**src/logic/flash_pkg.sv**
```systemverilog
// Definitions shared by the cache and the SPI engine of the XIP read path
// Flash addresses are 24 bits wide; only Fast Read with 8 dummy clocks is used

`default_nettype none

package flash_pkg;

    // Data word as seen by the requester, or raw as shifted in from the bus
    typedef logic [31:0] flash_word_t;

    // Byte address as sent to the flash
    typedef logic [23:0] flash_addr_t;

    localparam logic [7:0] FLASH_CMD_FAST_READ = 8'h0B;
    localparam int FLASH_DUMMY_CYCLES = 8;          // Clocks between address and data

    // Miss request from the cache to the engine
    typedef struct packed {
        flash_addr_t addr;
    } flash_rd_req_t;

    // Raw fill word in shift order
    typedef struct packed {
        flash_word_t data;                          // First received byte sits in bits 31:24
    } flash_rd_rsp_t;

endpackage

`default_nettype wire

```
**src/logic/flash_word_cache.sv**
```systemverilog
// One-word read cache in front of the SPI engine with all state on the falling edge
// Only address bits 23:0 form the tag, so addresses alias every 16 MiB
// A request dropped during a fill completes the fill but returns no data

`timescale 1ns/1ps
`default_nettype none

module flash_word_cache (
    input  wire                      i_clock,
    input  wire                      i_reset,
    input  wire                      i_request,
    input  wire flash_pkg::flash_word_t   i_address,
    output flash_pkg::flash_word_t   o_rdata,
    output logic                     o_ready,
    output flash_pkg::flash_rd_req_t o_miss_req,
    output logic                     o_miss_valid,
    input  wire flash_pkg::flash_rd_rsp_t i_fill_rsp,
    input  wire                      i_fill_done
);

    typedef enum logic [1:0] {
        IDLE,
        LOOKUP,
        FILL,
        HOLD
    } state_t;

    state_t                 state;
    logic                   cache_valid;
    logic                   req_dropped;        // Requester gave up while the fill was running
    flash_pkg::flash_addr_t cache_tag;
    flash_pkg::flash_word_t cache_data;
    flash_pkg::flash_addr_t req_addr;
    flash_pkg::flash_word_t fill_word;
    logic                   hit;

    assign req_addr = i_address[23:0];          // Upper 8 bits never reach the flash
    assign hit      = cache_valid && (cache_tag == req_addr);

    // The first byte off the bus belongs at the requested address, so it goes to bits 7:0
    assign fill_word = {i_fill_rsp.data[7:0],   i_fill_rsp.data[15:8],
                        i_fill_rsp.data[23:16], i_fill_rsp.data[31:24]};

    assign o_rdata = cache_data;                // Valid whenever o_ready is high

    always_ff @(negedge i_clock) begin
        if (i_reset) begin
            state        <= IDLE;
            o_ready      <= 1'b0;
            o_miss_valid <= 1'b0;
            cache_valid  <= 1'b0;
            req_dropped  <= 1'b0;
        end else begin
            case (state)
                IDLE: begin
                    if (i_request) begin
                        state <= LOOKUP;
                    end
                end

                LOOKUP: begin
                    if (!i_request) begin
                        state <= IDLE;
                    end else if (hit) begin
                        o_ready <= 1'b1;
                        state   <= HOLD;
                    end else begin
                        o_miss_valid <= 1'b1;       // Address in o_miss_req is loaded alongside
                        req_dropped  <= 1'b0;
                        state        <= FILL;
                    end
                end

                FILL: begin
                    if (!i_request) begin
                        req_dropped <= 1'b1;
                    end
                    if (i_fill_done) begin
                        o_miss_valid <= 1'b0;
                        cache_valid  <= 1'b1;
                        if (i_request && !req_dropped) begin
                            o_ready <= 1'b1;
                            state   <= HOLD;
                        end else begin
                            state <= IDLE;          // A new request starts over with a lookup
                        end
                    end
                end

                HOLD: begin
                    o_ready <= i_request;           // Held for as long as the requester holds
                    if (!i_request) begin
                        state <= IDLE;
                    end
                end

                default: begin
                    state <= IDLE;
                end
            endcase
        end
    end

    // Forwarded miss address, and the cached word with its tag
    always_ff @(negedge i_clock) begin
        if (state == LOOKUP && i_request && !hit) begin
            o_miss_req.addr <= req_addr;
        end
        if (state == FILL && i_fill_done) begin
            cache_tag  <= o_miss_req.addr;          // The sent address outlives a departed requester
            cache_data <= fill_word;
        end
    end

    // A miss only starts after the previous answer has been withdrawn
    assert property (@(negedge i_clock) disable iff (i_reset)
        $rose(o_miss_valid) |-> !o_ready && !$past(o_ready))
        else $error("miss_valid rose while o_ready was high");

endmodule

`default_nettype wire

```
**src/logic/flash_spi_engine.sv**
```systemverilog
// SPI Fast Read engine for serial NOR flash with state changes on the falling edge
// The SPI clock is i_clock gated by chip select, so FREQUENCY must not exceed 104 MHz
// One read of 32 bits per miss without writes, status polling or multi-lane modes

`timescale 1ns/1ps
`default_nettype none

module flash_spi_engine #(
    parameter int unsigned FREQUENCY = 100_000_000
) (
    input  wire                      i_clock,
    input  wire                      i_reset,
    input  wire flash_pkg::flash_rd_req_t i_miss_req,
    input  wire                      i_miss_valid,
    output flash_pkg::flash_rd_rsp_t o_fill_rsp,
    output logic                     o_fill_done,
    output logic                     o_spi_ncs,
    output logic                     o_spi_clk,
    output logic                     o_spi_mosi,
    input  wire                      i_spi_miso
);

    typedef enum logic [1:0] {
        IDLE,
        SEND_CMD,
        RECV_DAT,
        DONE
    } state_t;

    // Command, address and dummy clocks run back to back in SEND_CMD
    localparam logic [5:0] SEND_LAST = 6'(32 + flash_pkg::FLASH_DUMMY_CYCLES - 1);
    localparam logic [5:0] RECV_LAST = 6'd31;

    if (FREQUENCY > 104_000_000) begin : g_spi_clock_check
        $error("flash_spi_engine: FREQUENCY %0d Hz exceeds the 104 MHz Fast Read limit",
               FREQUENCY);
    end

    state_t                 state;
    logic [5:0]             count;
    logic [31:0]            shifter;            // Command byte and address in MSB-first order
    flash_pkg::flash_word_t rx_word;

    assign o_spi_clk  = !o_spi_ncs && i_clock;  // Flash sees rising edges mid-cycle
    assign o_spi_mosi = shifter[31];
    assign o_fill_rsp = '{data: rx_word};

    always_ff @(negedge i_clock) begin
        if (i_reset) begin
            state       <= IDLE;
            count       <= '0;
            o_spi_ncs   <= 1'b1;
            o_fill_done <= 1'b0;
        end else begin
            o_fill_done <= 1'b0;

            case (state)
                IDLE: begin
                    if (i_miss_valid) begin
                        o_spi_ncs <= 1'b0;
                        count     <= '0;
                        state     <= SEND_CMD;
                    end
                end

                SEND_CMD: begin
                    count <= count + 6'd1;
                    if (count == SEND_LAST) begin
                        count <= '0;
                        state <= RECV_DAT;
                    end
                end

                RECV_DAT: begin
                    count <= count + 6'd1;
                    if (count == RECV_LAST) begin
                        o_spi_ncs   <= 1'b1;
                        o_fill_done <= 1'b1;
                        state       <= DONE;
                    end
                end

                DONE: begin
                    state <= IDLE;          // Cache drops miss_valid on this edge
                end

                default: begin
                    state <= IDLE;
                end
            endcase
        end
    end

    // Outgoing command and address, and the incoming data word
    always_ff @(negedge i_clock) begin
        case (state)
            IDLE: begin
                if (i_miss_valid) begin
                    shifter <= {flash_pkg::FLASH_CMD_FAST_READ, i_miss_req.addr};
                end
            end
            SEND_CMD: begin
                shifter <= {shifter[30:0], 1'b0};   // Zeros go out during the dummy clocks
            end
            RECV_DAT: begin
                rx_word <= {rx_word[30:0], i_spi_miso};
            end
            default: begin
                shifter <= shifter;
            end
        endcase
    end

    // Chip select is only active while a transfer is underway
    assert property (@(negedge i_clock) disable iff (i_reset)
        !o_spi_ncs |-> state != IDLE)
        else $error("o_spi_ncs low while the engine is idle");

    // The cache relies on a single-cycle completion pulse
    assert property (@(negedge i_clock) disable iff (i_reset)
        o_fill_done |=> !o_fill_done)
        else $error("o_fill_done high for two cycles");

endmodule

`default_nettype wire

```
**src/logic/flash_xip_reader.sv**
```systemverilog
// Memory-mapped read path for serial NOR flash: a one-word cache in front of Fast Read
// Requests are held levels; o_ready stays high while i_request is held after completion
// Address bits 31:24 are ignored

`timescale 1ns/1ps
`default_nettype none

module flash_xip_reader #(
    parameter int unsigned FREQUENCY = 100_000_000     // Rate of i_clock in Hz
) (
    input  wire                    i_clock,
    input  wire                    i_reset,
    input  wire                    i_request,
    input  wire flash_pkg::flash_word_t i_address,
    output flash_pkg::flash_word_t o_rdata,
    output logic                   o_ready,
    output logic                   o_spi_ncs,
    output logic                   o_spi_clk,
    output logic                   o_spi_mosi,
    input  wire                    i_spi_miso
);

    flash_pkg::flash_rd_req_t miss_req;
    logic                     miss_valid;
    flash_pkg::flash_rd_rsp_t fill_rsp;
    logic                     fill_done;

    flash_word_cache flash_word_cache_inst (
        .i_clock      (i_clock),
        .i_reset      (i_reset),
        .i_request    (i_request),
        .i_address    (i_address),
        .o_rdata      (o_rdata),
        .o_ready      (o_ready),
        .o_miss_req   (miss_req),
        .o_miss_valid (miss_valid),
        .i_fill_rsp   (fill_rsp),
        .i_fill_done  (fill_done)
    );

    flash_spi_engine #(
        .FREQUENCY (FREQUENCY)
    ) flash_spi_engine_inst (
        .i_clock      (i_clock),
        .i_reset      (i_reset),
        .i_miss_req   (miss_req),
        .i_miss_valid (miss_valid),
        .o_fill_rsp   (fill_rsp),
        .o_fill_done  (fill_done),
        .o_spi_ncs    (o_spi_ncs),
        .o_spi_clk    (o_spi_clk),
        .o_spi_mosi   (o_spi_mosi),
        .i_spi_miso   (i_spi_miso)
    );

endmodule

`default_nettype wire

```
**config.mk**
```make
export PLATFORM = sky130hd
export DESIGN_NAME = flash_xip_reader
export DESIGN_NICKNAME = d
export VERILOG_FILES = /design/src/logic/flash_pkg.sv /design/src/logic/flash_word_cache.sv /design/src/logic/flash_spi_engine.sv /design/src/logic/flash_xip_reader.sv
export SDC_FILE = /design/constraint.sdc
export NUM_CORES = 1
export LEC_CHECK = 0
export BUFFER_PORTS_ARGS = -buffer_cell sky130_fd_sc_hd__buf_2
export CAP_MARGIN = 20
export CORE_AREA = 2 2 88 175
export CTS_CLUSTER_DIAMETER = 200
export DETAILED_ROUTE_END_ITERATION = 8
export DIE_AREA = 0 0 90 177
export HOLD_SLACK_MARGIN = 0.08
export PLACE_DENSITY = 0.7
export SETUP_SLACK_MARGIN = 0.15
export SKIP_LAST_GASP = 1
export SLEW_MARGIN = 0
export SYNTH_ARGS = -nofsm -noshare
export SYNTH_HDL_FRONTEND = slang
export SYNTH_SLANG_ARGS = --single-unit
```
**constraint.sdc**
```tcl
create_clock -name i_clock -period 10.2 [get_ports i_clock]
set_input_delay 1.02 -clock i_clock [delete_from_list [all_inputs] [get_ports i_clock]]
set_output_delay 1.02 -clock i_clock [all_outputs]
set_load 0.1 [all_outputs]
```
== Yosys cells after proc, flatten, opt, wreduce, memory -nomap -nowiden ==
Index checks and enable logic that the tools add are counted.

* Register bits: 160
* Input bits: 36
* Output and inout bits: 36
* Word-level logic and storage cells: 95

* $add $sub $neg: 1
* Eq/ne operators: 20
* Reductions and logical operators: 26
* Bitwise gates (word level): 1
* Multiplexer cells: 33

{| class="wikitable"
|+ Operators by type and width
! kind !! count
|-
| case mux 32 bit (2 select lines) || 1
|-
| 2-to-1 mux 32 bit || 1
|-
| equality test 24 bit || 1
|-
| case mux 6 bit (3 select lines) || 1
|-
| 2-to-1 mux 2 bit || 8
|-
| case mux 2 bit (4 select lines) || 2
|-
| 2-to-1 mux 1 bit || 14
|-
| 2-to-1 mux 6 bit || 2
|-
| inequality test 2 bit (second input constant) || 6
|-
| inequality test 2 x 1 -> 1 bit (second input constant) || 5
|-
| AND reduction 3 bit || 3
|-
| equality test 2 bit (second input constant) || 4
|-
| AND reduction 4 bit || 2
|-
| adder 6 x 1 -> 6 bit (second input constant) || 1
|-
| equality test 6 x 5 -> 1 bit (second input constant) || 1
|-
| equality test 6 bit (second input constant) || 1
|-
| logical AND 1 bit || 6
|-
| case mux 1 bit (2 select lines) || 3
|-
| AND reduction 2 bit || 3
|-
| nonzero test 2 bit || 3
|-
| nonzero test 3 bit || 2
|-
| AND reduction 5 bit || 1
|-
| equality test 2 x 1 -> 1 bit (second input constant) || 2
|-
| logical NOT 2 bit || 2
|-
| other kinds (4) || 6
|}

== Longest topological paths before layout ==
Gate-level depths: netlist (run 1).

* Depth after elaboration: 5
* Depth in mapped cells: 8
* Mapped depth without buffers: 7

== Cells and area by module ==
A second synthesis (run 1) with hierarchy kept.

* Cell total of the unflattened synthesis: 310
* Area, all modules: 5,820.6 µm²

{| class="wikitable"
|+ By module, submodules not included
! module !! cells an instance !! area an instance (µm²) !! instances !! seq. area each (µm²)
|-
| flash_word_cache || 145 || 2,952.8 || 1 || 2,522.4
|-
| flash_spi_engine || 165 || 2,867.8 || 1 || 2,122.0
|}

==> flow_metrics.env, run 1 <==
export IMPL_htreeDepth=4
export IMPL_cp_max_fo=16
export IMPL_cp_start_kind="input port"
export IMPL_synth_area_leader_cell="edfxtp_1"
export IMPL_grt_usage_pct=13.4
export IMPL_die_h_um=177
export IMPL_reg2reg_slack_ns=8.12
export IMPL_core_sq_um=14700
export IMPL_yosysMostFrequentCell="edfxtp_1"
export IMPL_synth_seq_cells=160
export IMPL_power_density_nw_per_um2=242
export IMPL_setup_viol=0
export IMPL_ys_seq_area_share_pct=81.2
export IMPL_cts_buffer_depth=2
export IMPL_async_flop_share_pct=0
export IMPL_fillers=1273
export IMPL_yosysWarnings=0
export IMPL_worstPathArrival_ns=2.50
export IMPL_grt_pass1_wl_um=16400
export IMPL_slew_headroom_pct=40.8
export IMPL_drtAntennaViolNets=0
export IMPL_cp_data_required_time_ns=5.22
export IMPL_synthToLayoutAreaGrowth_pct=31.0
export IMPL_crit_buf_inv=2
export IMPL_final_setup_tns_ns=0
export IMPL_clock_latency_ns=0.47
export IMPL_finalWirelength_um=10300
export IMPL_post_cts_resized=0
export IMPL_viasPerCell=4.45
export IMPL_grt_start_max_net_pins=59
export IMPL_grt_pass1_vias=3701
export IMPL_drc_errors=0
export IMPL_cts_hold_buffers=0
export IMPL_endpoint="flash_word_cache_inst.o_miss_req[11]$_DFFE_NP_"
export IMPL_crit_start="i_address[23]"
export IMPL_drt_initial_drc_count=160
export IMPL_drive_gt1_share_pct=23.4
export IMPL_initial_core_util_pct=39.0
export IMPL_cts_root_buf="clkbuf_16"
export IMPL_antenna_found_initial=0
export IMPL_finalNetCount=586
export IMPL_synthCells=305
export IMPL_place_congestion=0.820
export IMPL_syn_cell_area_sq_um=5720
export IMPL_ir_worst_vdd_mv=0.155
export IMPL_r2r_start="flash_word_cache_inst.cache_tag[13]$_DFFE_NP_"
export IMPL_slowest_delay_ns=0.61
export IMPL_hpwl_um=5470
export IMPL_io_buffers=63
export IMPL_ys_types=37
export IMPL_die_area_sq_um=15900
export IMPL_wl_per_cell_um=13.6
export IMPL_synth_common_cells="144 x edfxtp_1, 25 x xnor2_1, 24 x mux2_2"
export IMPL_outcome="complete, no violations"
export IMPL_grt_ovfl_total=0
export IMPL_cts_tree="yes"
export IMPL_reg2reg_depth=5
export IMPL_path_class="in2reg"
export IMPL_slew_viol_final=0
export IMPL_rows=63
export IMPL_crit_cells=6
export IMPL_hold_viol=0
export IMPL_antenna_cells=0
export IMPL_fin_worst_skew_ns=0.0312
export IMPL_synth_area_top_cells="edfxtp_1 76%, dfxtp_1 5.6%, mux2_2 4.7%"
export IMPL_drt_pass1_iter_count=6
export IMPL_max_cap_violations=0
export IMPL_tightest_slew_ns=0.889
export IMPL_crit_family="compound AO/OA/AOI/OAI gates"
export IMPL_synth_ff_type="edfxtp_1"
export IMPL_synth_top_area_share_pct=75.6
export IMPL_num_vias=3359
export IMPL_avgSynthCellArea_sq_um=18.8
export IMPL_r2r_end="flash_word_cache_inst.o_miss_req[11]$_DFFE_NP_"
export IMPL_cts_setup_buffers=0
export IMPL_cpMaxStageDelayCell="a211oi_4"
export IMPL_synth_edf_count=144
export IMPL_rsz0062_at_grt="no"
export IMPL_cts_made_buffers=17
export IMPL_cp_end_kind="register"
export IMPL_hold_path_class="reg2reg"
export IMPL_clk_pin_slew_ns=0.03
export IMPL_fp_dieW_um=90
export IMPL_num_io_pins=72
export IMPL_critical_path_cell_chain="buf_2, xnor2_1, nand3_1, nor3_1, a211oi_4, buf_4"
export IMPL_hold_ws_ns=0.417
export IMPL_leakagePower_uw=0.00317
export IMPL_syn_nets=345
[cells in the final DEF, fill, tap and decap left out, drive strengths merged, types with 11 or more instances in the layout]
| master | count |
|---|---|
| buf | 67 |
| clkbuf | 17 |
| dfxtp | 16 |
| edfxtp | 144 |
| inv | 177 |
| mux2 | 24 |
| nand2 | 11 |
| nor2 | 12 |
| xnor2 | 25 |
[metrics by stage]
step / power (uW) / instances / instance area (sq um) / util, % / worst slack (ns)
final: 1810 / 754 / 7490 / 51.1 / 2.72
after detailed placement: 1040 / 562 / 6310 / 43.0 / 1.92
after CTS: 1850 / 754 / 7490 / 51.1 / 2.68
after global placement: 1040 / 562 / 6310 / 43.0 / 1.92
after floorplan: 1000 / 305 / 5720 / - / 1.22
after global routing: 1940 / 754 / 7490 / 51.1 / 2.60
[kinds of logic (layout without fill, tap and decap cells)]
group	after synthesis	after routing	share of synthesized area, %
AOI/OAI and AO/OA	23	23	2.93
buffers and inverters	12	266	0.809
adders and majority gates	4	4	0.875
muxes	27	27	5.25
and+or+nand+nor	52	52	4.79
xor gates and xnor gates	27	27	4.13
DFF	160	160	81.2
[area by class of cell]
class / instances / area (sq um) / share of cell area (%)
flip-flops and latches: 160 / 4640 / 62.0
multi-input cells: 133 / 1050 / 14.0
clock inverters: 176 / 759 / 10.1
clock buffers: 18 / 430 / 5.75
repair buffers: 66 / 340 / 4.54
well taps: 195 / 244 / 3.26
inverters: 6 / 22.5 / 0.301
[routing by layer]
metal / vias to the layer above / wire (um) / GRT usage [%]
li1: 1650 / - / -
met1: 1596 / 4840 / 16.0
met2: 99 / 4760 / 18.2
met3: 14 / 531 / 7.33
met4: 0 / 121 / 9.62
met5: - / 0 / 0
[worst reg2reg max path: stages (launching register included)]
cell      delay (ns)
edfxtp_1        0.39
xnor2_1         0.14
nand4_1         0.15
nor4_2          0.09
a211oi_4        0.58
buf_4           0.39
[worst min-delay path by stage]
stage                                                   start                                            end  cells after the start
2_1_floorplan  flash_spi_engine_inst.o_fill_rsp[31]$_DFFE_NP_     flash_word_cache_inst.o_rdata[7]$_DFFE_NP_                      0
3_3_place_gp   flash_spi_engine_inst.o_fill_rsp[31]$_DFFE_NP_     flash_word_cache_inst.o_rdata[7]$_DFFE_NP_                      0
5_1_grt        flash_word_cache_inst.o_miss_req[11]$_DFFE_NP_  flash_word_cache_inst.cache_tag[11]$_DFFE_NP_                      0
3_5_place_dp   flash_spi_engine_inst.o_fill_rsp[31]$_DFFE_NP_     flash_word_cache_inst.o_rdata[7]$_DFFE_NP_                      0
6_report       flash_spi_engine_inst.o_fill_rsp[31]$_DFFE_NP_     flash_word_cache_inst.o_rdata[7]$_DFFE_NP_                      0
4_1_cts        flash_spi_engine_inst.o_fill_rsp[31]$_DFFE_NP_     flash_word_cache_inst.o_rdata[7]$_DFFE_NP_                      0
[power breakdown]
group / internal (uW) / switching, uW
logic: 56.4 / 88.0
registers: 769 / 12.9
clock network: 432 / 457
total: 1260 / 558
[flip-flops by register name, indices dropped and copies added (netlist names)]
signal                              flops
flash_spi_engine_inst.count             6
flash_spi_engine_inst.o_fill_done       1
flash_spi_engine_inst.o_fill_rsp       32
flash_spi_engine_inst.o_spi_ncs         1
flash_spi_engine_inst.shifter          32
flash_spi_engine_inst.state             2
flash_word_cache_inst.cache_tag        24
flash_word_cache_inst.cache_valid       1
flash_word_cache_inst.o_miss_req       24
flash_word_cache_inst.o_miss_valid      1
flash_word_cache_inst.o_rdata          32
flash_word_cache_inst.o_ready           1
flash_word_cache_inst.req_dropped       1
flash_word_cache_inst.state             2
Power figures use the tool's default switching activity.
==> run 2, diff against run 1 <==
PLACE_DENSITY = 0.72   (was 0.7)
clock period = 6.5 ns   (was 10.2 ns; I/O delays follow)
==> run 2 against run 1 <==
Worst setup slack got worse by 1.6 ns. Sequential power is 57% higher. Critical path type unchanged. Routed wire length increased by 8.4%. Via count rose by 1.0%. Non-clock buffer count stayed put. Sequential share of layout area fell by 5.6 points. Critical path depth did not move. First-iteration DRC count up 23%. Cell count decreased by 0.27%. Die area unchanged. Total power is 110% higher. Cell area up 9.9%.
==> flow_metrics.env, run 2 (synthesis results as in run 1) <==
export IMPL_outcome="complete, no violations"
export IMPL_io_buffers=63
export IMPL_die_area_sq_um=15900
export IMPL_num_io_pins=72
export IMPL_path_class="in2reg"
export IMPL_max_cap_violations=0
export IMPL_core_sq_um=14700
export IMPL_synthToLayoutAreaGrowth_pct=43.9
export IMPL_clk_pin_slew_ns=0.04
export IMPL_leakagePower_uw=0.00238
export IMPL_drt_initial_drc_count=196
export IMPL_met3WireLength_um=516
export IMPL_drtAntennaViolNets=0
export IMPL_grt_pass1_wl_um=17900
export IMPL_internal_power_uw=2200
export IMPL_final_area_sq_um=8230
export IMPL_viasPerCell=4.51
export IMPL_grt_usage_pct=14.7
export IMPL_p_seq_share_pct=32.2
export IMPL_rsz0062_at_grt="no"
export IMPL_place_congestion=0.803
export IMPL_setup_ws_ns=1.07
export IMPL_clock_latency_ns=0.52
export IMPL_drt_pass1_iter_count=6
export IMPL_hold_ws_ns=0.419
export IMPL_ir_worst_vdd_mv=0.307
export IMPL_grt_ovfl_total=0
export IMPL_swShare_pct=42.1
export IMPL_placed_area_sq_um=6310
export IMPL_cts_made_buffers=17
export IMPL_wl_met2_um=5670
export IMPL_hold_path_class="reg2reg"
export IMPL_final_common_cell="clkinvlp_4"
export IMPL_clkPwrFrac_pct=61.8
export IMPL_num_vias=3394
export IMPL_antenna_found_initial=0
export IMPL_tightest_slew_ns=1.03
export IMPL_final_cell_mix="161 x clkinvlp_4, 144 x edfxtp_1, 63 x buf_2"
export IMPL_pwr_share_comb_pct=6.0
export IMPL_power_density_nw_per_um2=462
export IMPL_cts_buffer_depth=2
export IMPL_pre_cts_slack_ns=0.526
export IMPL_rows=63
export IMPL_slew_headroom_pct=30.8
export IMPL_hold_viol=0
export IMPL_drt_met1_wl_um=4850
export IMPL_grt_start_max_net_pins=48
export IMPL_final_setup_tns_ns=0
export IMPL_slew_viol_final=0
export IMPL_cp_max_fo=18
export IMPL_fillers=1199
export IMPL_drive_gt1_share_pct=52.1
export IMPL_finalWirelength_um=11100
export IMPL_wl_per_cell_um=14.8
export IMPL_fp_dieW_um=90
export IMPL_drc_errors=0
export IMPL_cts_hold_buffers=0
export IMPL_finalNetCount=586
export IMPL_top_layer="met4"
export IMPL_grt_pass1_vias=3924
export IMPL_htreeDepth=4
export IMPL_cp_end_kind="register"
export IMPL_worstPathArrival_ns=2.38
export IMPL_fin_total_pwr_uw=3800
export IMPL_cp_data_required_time_ns=3.45
export IMPL_p_switching_uw=1600
export IMPL_cts_root_buf="clkbuf_16"
export IMPL_post_cts_resized=0
export IMPL_cp_start_kind="input port"
export IMPL_antenna_cells=0
export IMPL_die_h_um=177
export IMPL_setup_viol=0
export IMPL_cts_tree="yes"
export IMPL_cts_setup_buffers=0
export IMPL_initial_core_util_pct=39.0
export IMPL_fin_worst_skew_ns=0.0476
export IMPL_hpwl_um=5650
-- run 2: cell count changes in the layout (fill, tap and decap cells not counted), moves of 2 or more --
cell        delta
inv_6          -3
clkinvlp_4   +161
inv_1        -161
inv_16         +4
clkinv_16      +5
inv_4          -3
inv_12         +3
clkinvlp_2     -2
inv_8          -3
-- run 2: layer usage --
| layer | global-route usage (%) | up-vias |
|---|---|---|
| met4 | 10.3 | 0 |
| met5 | 0 | - |
| li1 | - | 1643 |
| met2 | 21.5 | 105 |
| met1 | 16.8 | 1635 |
| met3 | 7.37 | 11 |
-- run 2: final timing paths --
| check | start | to | slack (ns) | cells past startpoint |
|---|---|---|---|---|
| max reg2reg | flash_word_cache_inst.cache_tag[22]$_DFFE_NP_ | flash_word_cache_inst.o_miss_req[13]$_DFFE_NP_ | 4.16 | 5 |
| min reg2reg | flash_spi_engine_inst.o_fill_rsp[10]$_DFFE_NP_ | flash_spi_engine_inst.o_fill_rsp[11]$_DFFE_NP_ | 0.42 | 0 |
| min | flash_spi_engine_inst.o_fill_rsp[10]$_DFFE_NP_ | flash_spi_engine_inst.o_fill_rsp[11]$_DFFE_NP_ | 0.42 | 0 |
| max | i_address[9] | flash_word_cache_inst.o_miss_req[13]$_DFFE_NP_ | 1.07 | 6 |
-- run 2: layout make-up --
| class | instances | area, sq um | share of cell area [%] |
|---|---|---|---|
| Clock buffer | 18 | 430 | 5.23 |
| Clock inverter | 174 | 1500 | 18.2 |
| Inverter | 6 | 22.5 | 0.274 |
| Multi-Input combinational cell | 133 | 1050 | 12.7 |
| Sequential cell | 160 | 4640 | 56.4 |
| Tap cell | 195 | 244 | 2.96 |
| Timing Repair Buffer | 66 | 340 | 4.14 |
-- run 2: stage by stage --
| stage | cells | utilization, % |
|---|---|---|
| 6_report | 752 | 56.1 |
| 5_1_grt | 752 | 56.1 |
| 4_1_cts | 752 | 56.1 |
| 3_5_place_dp | 562 | 43.1 |
| 3_3_place_gp | 562 | 43.1 |
| 2_1_floorplan | 305 | - |
-- run 2: power by group through the flow --
stage               combinational (uW)  sequential (uW)  clock, uW
finish                             227             1230       2350
global route                       248             1230       2530
CTS                                229             1230       2410
detailed placement                 225             1240        169
global placement                   223             1240        169
floorplan                          152             1250        167
-- run 2: worst max-delay path: stages --
cell      delay, ns
buf_2          0.12
xnor2_1        0.13
nand4_1        0.16
nor4_2         0.10
a211oi_4       0.87
buf_4          0.34
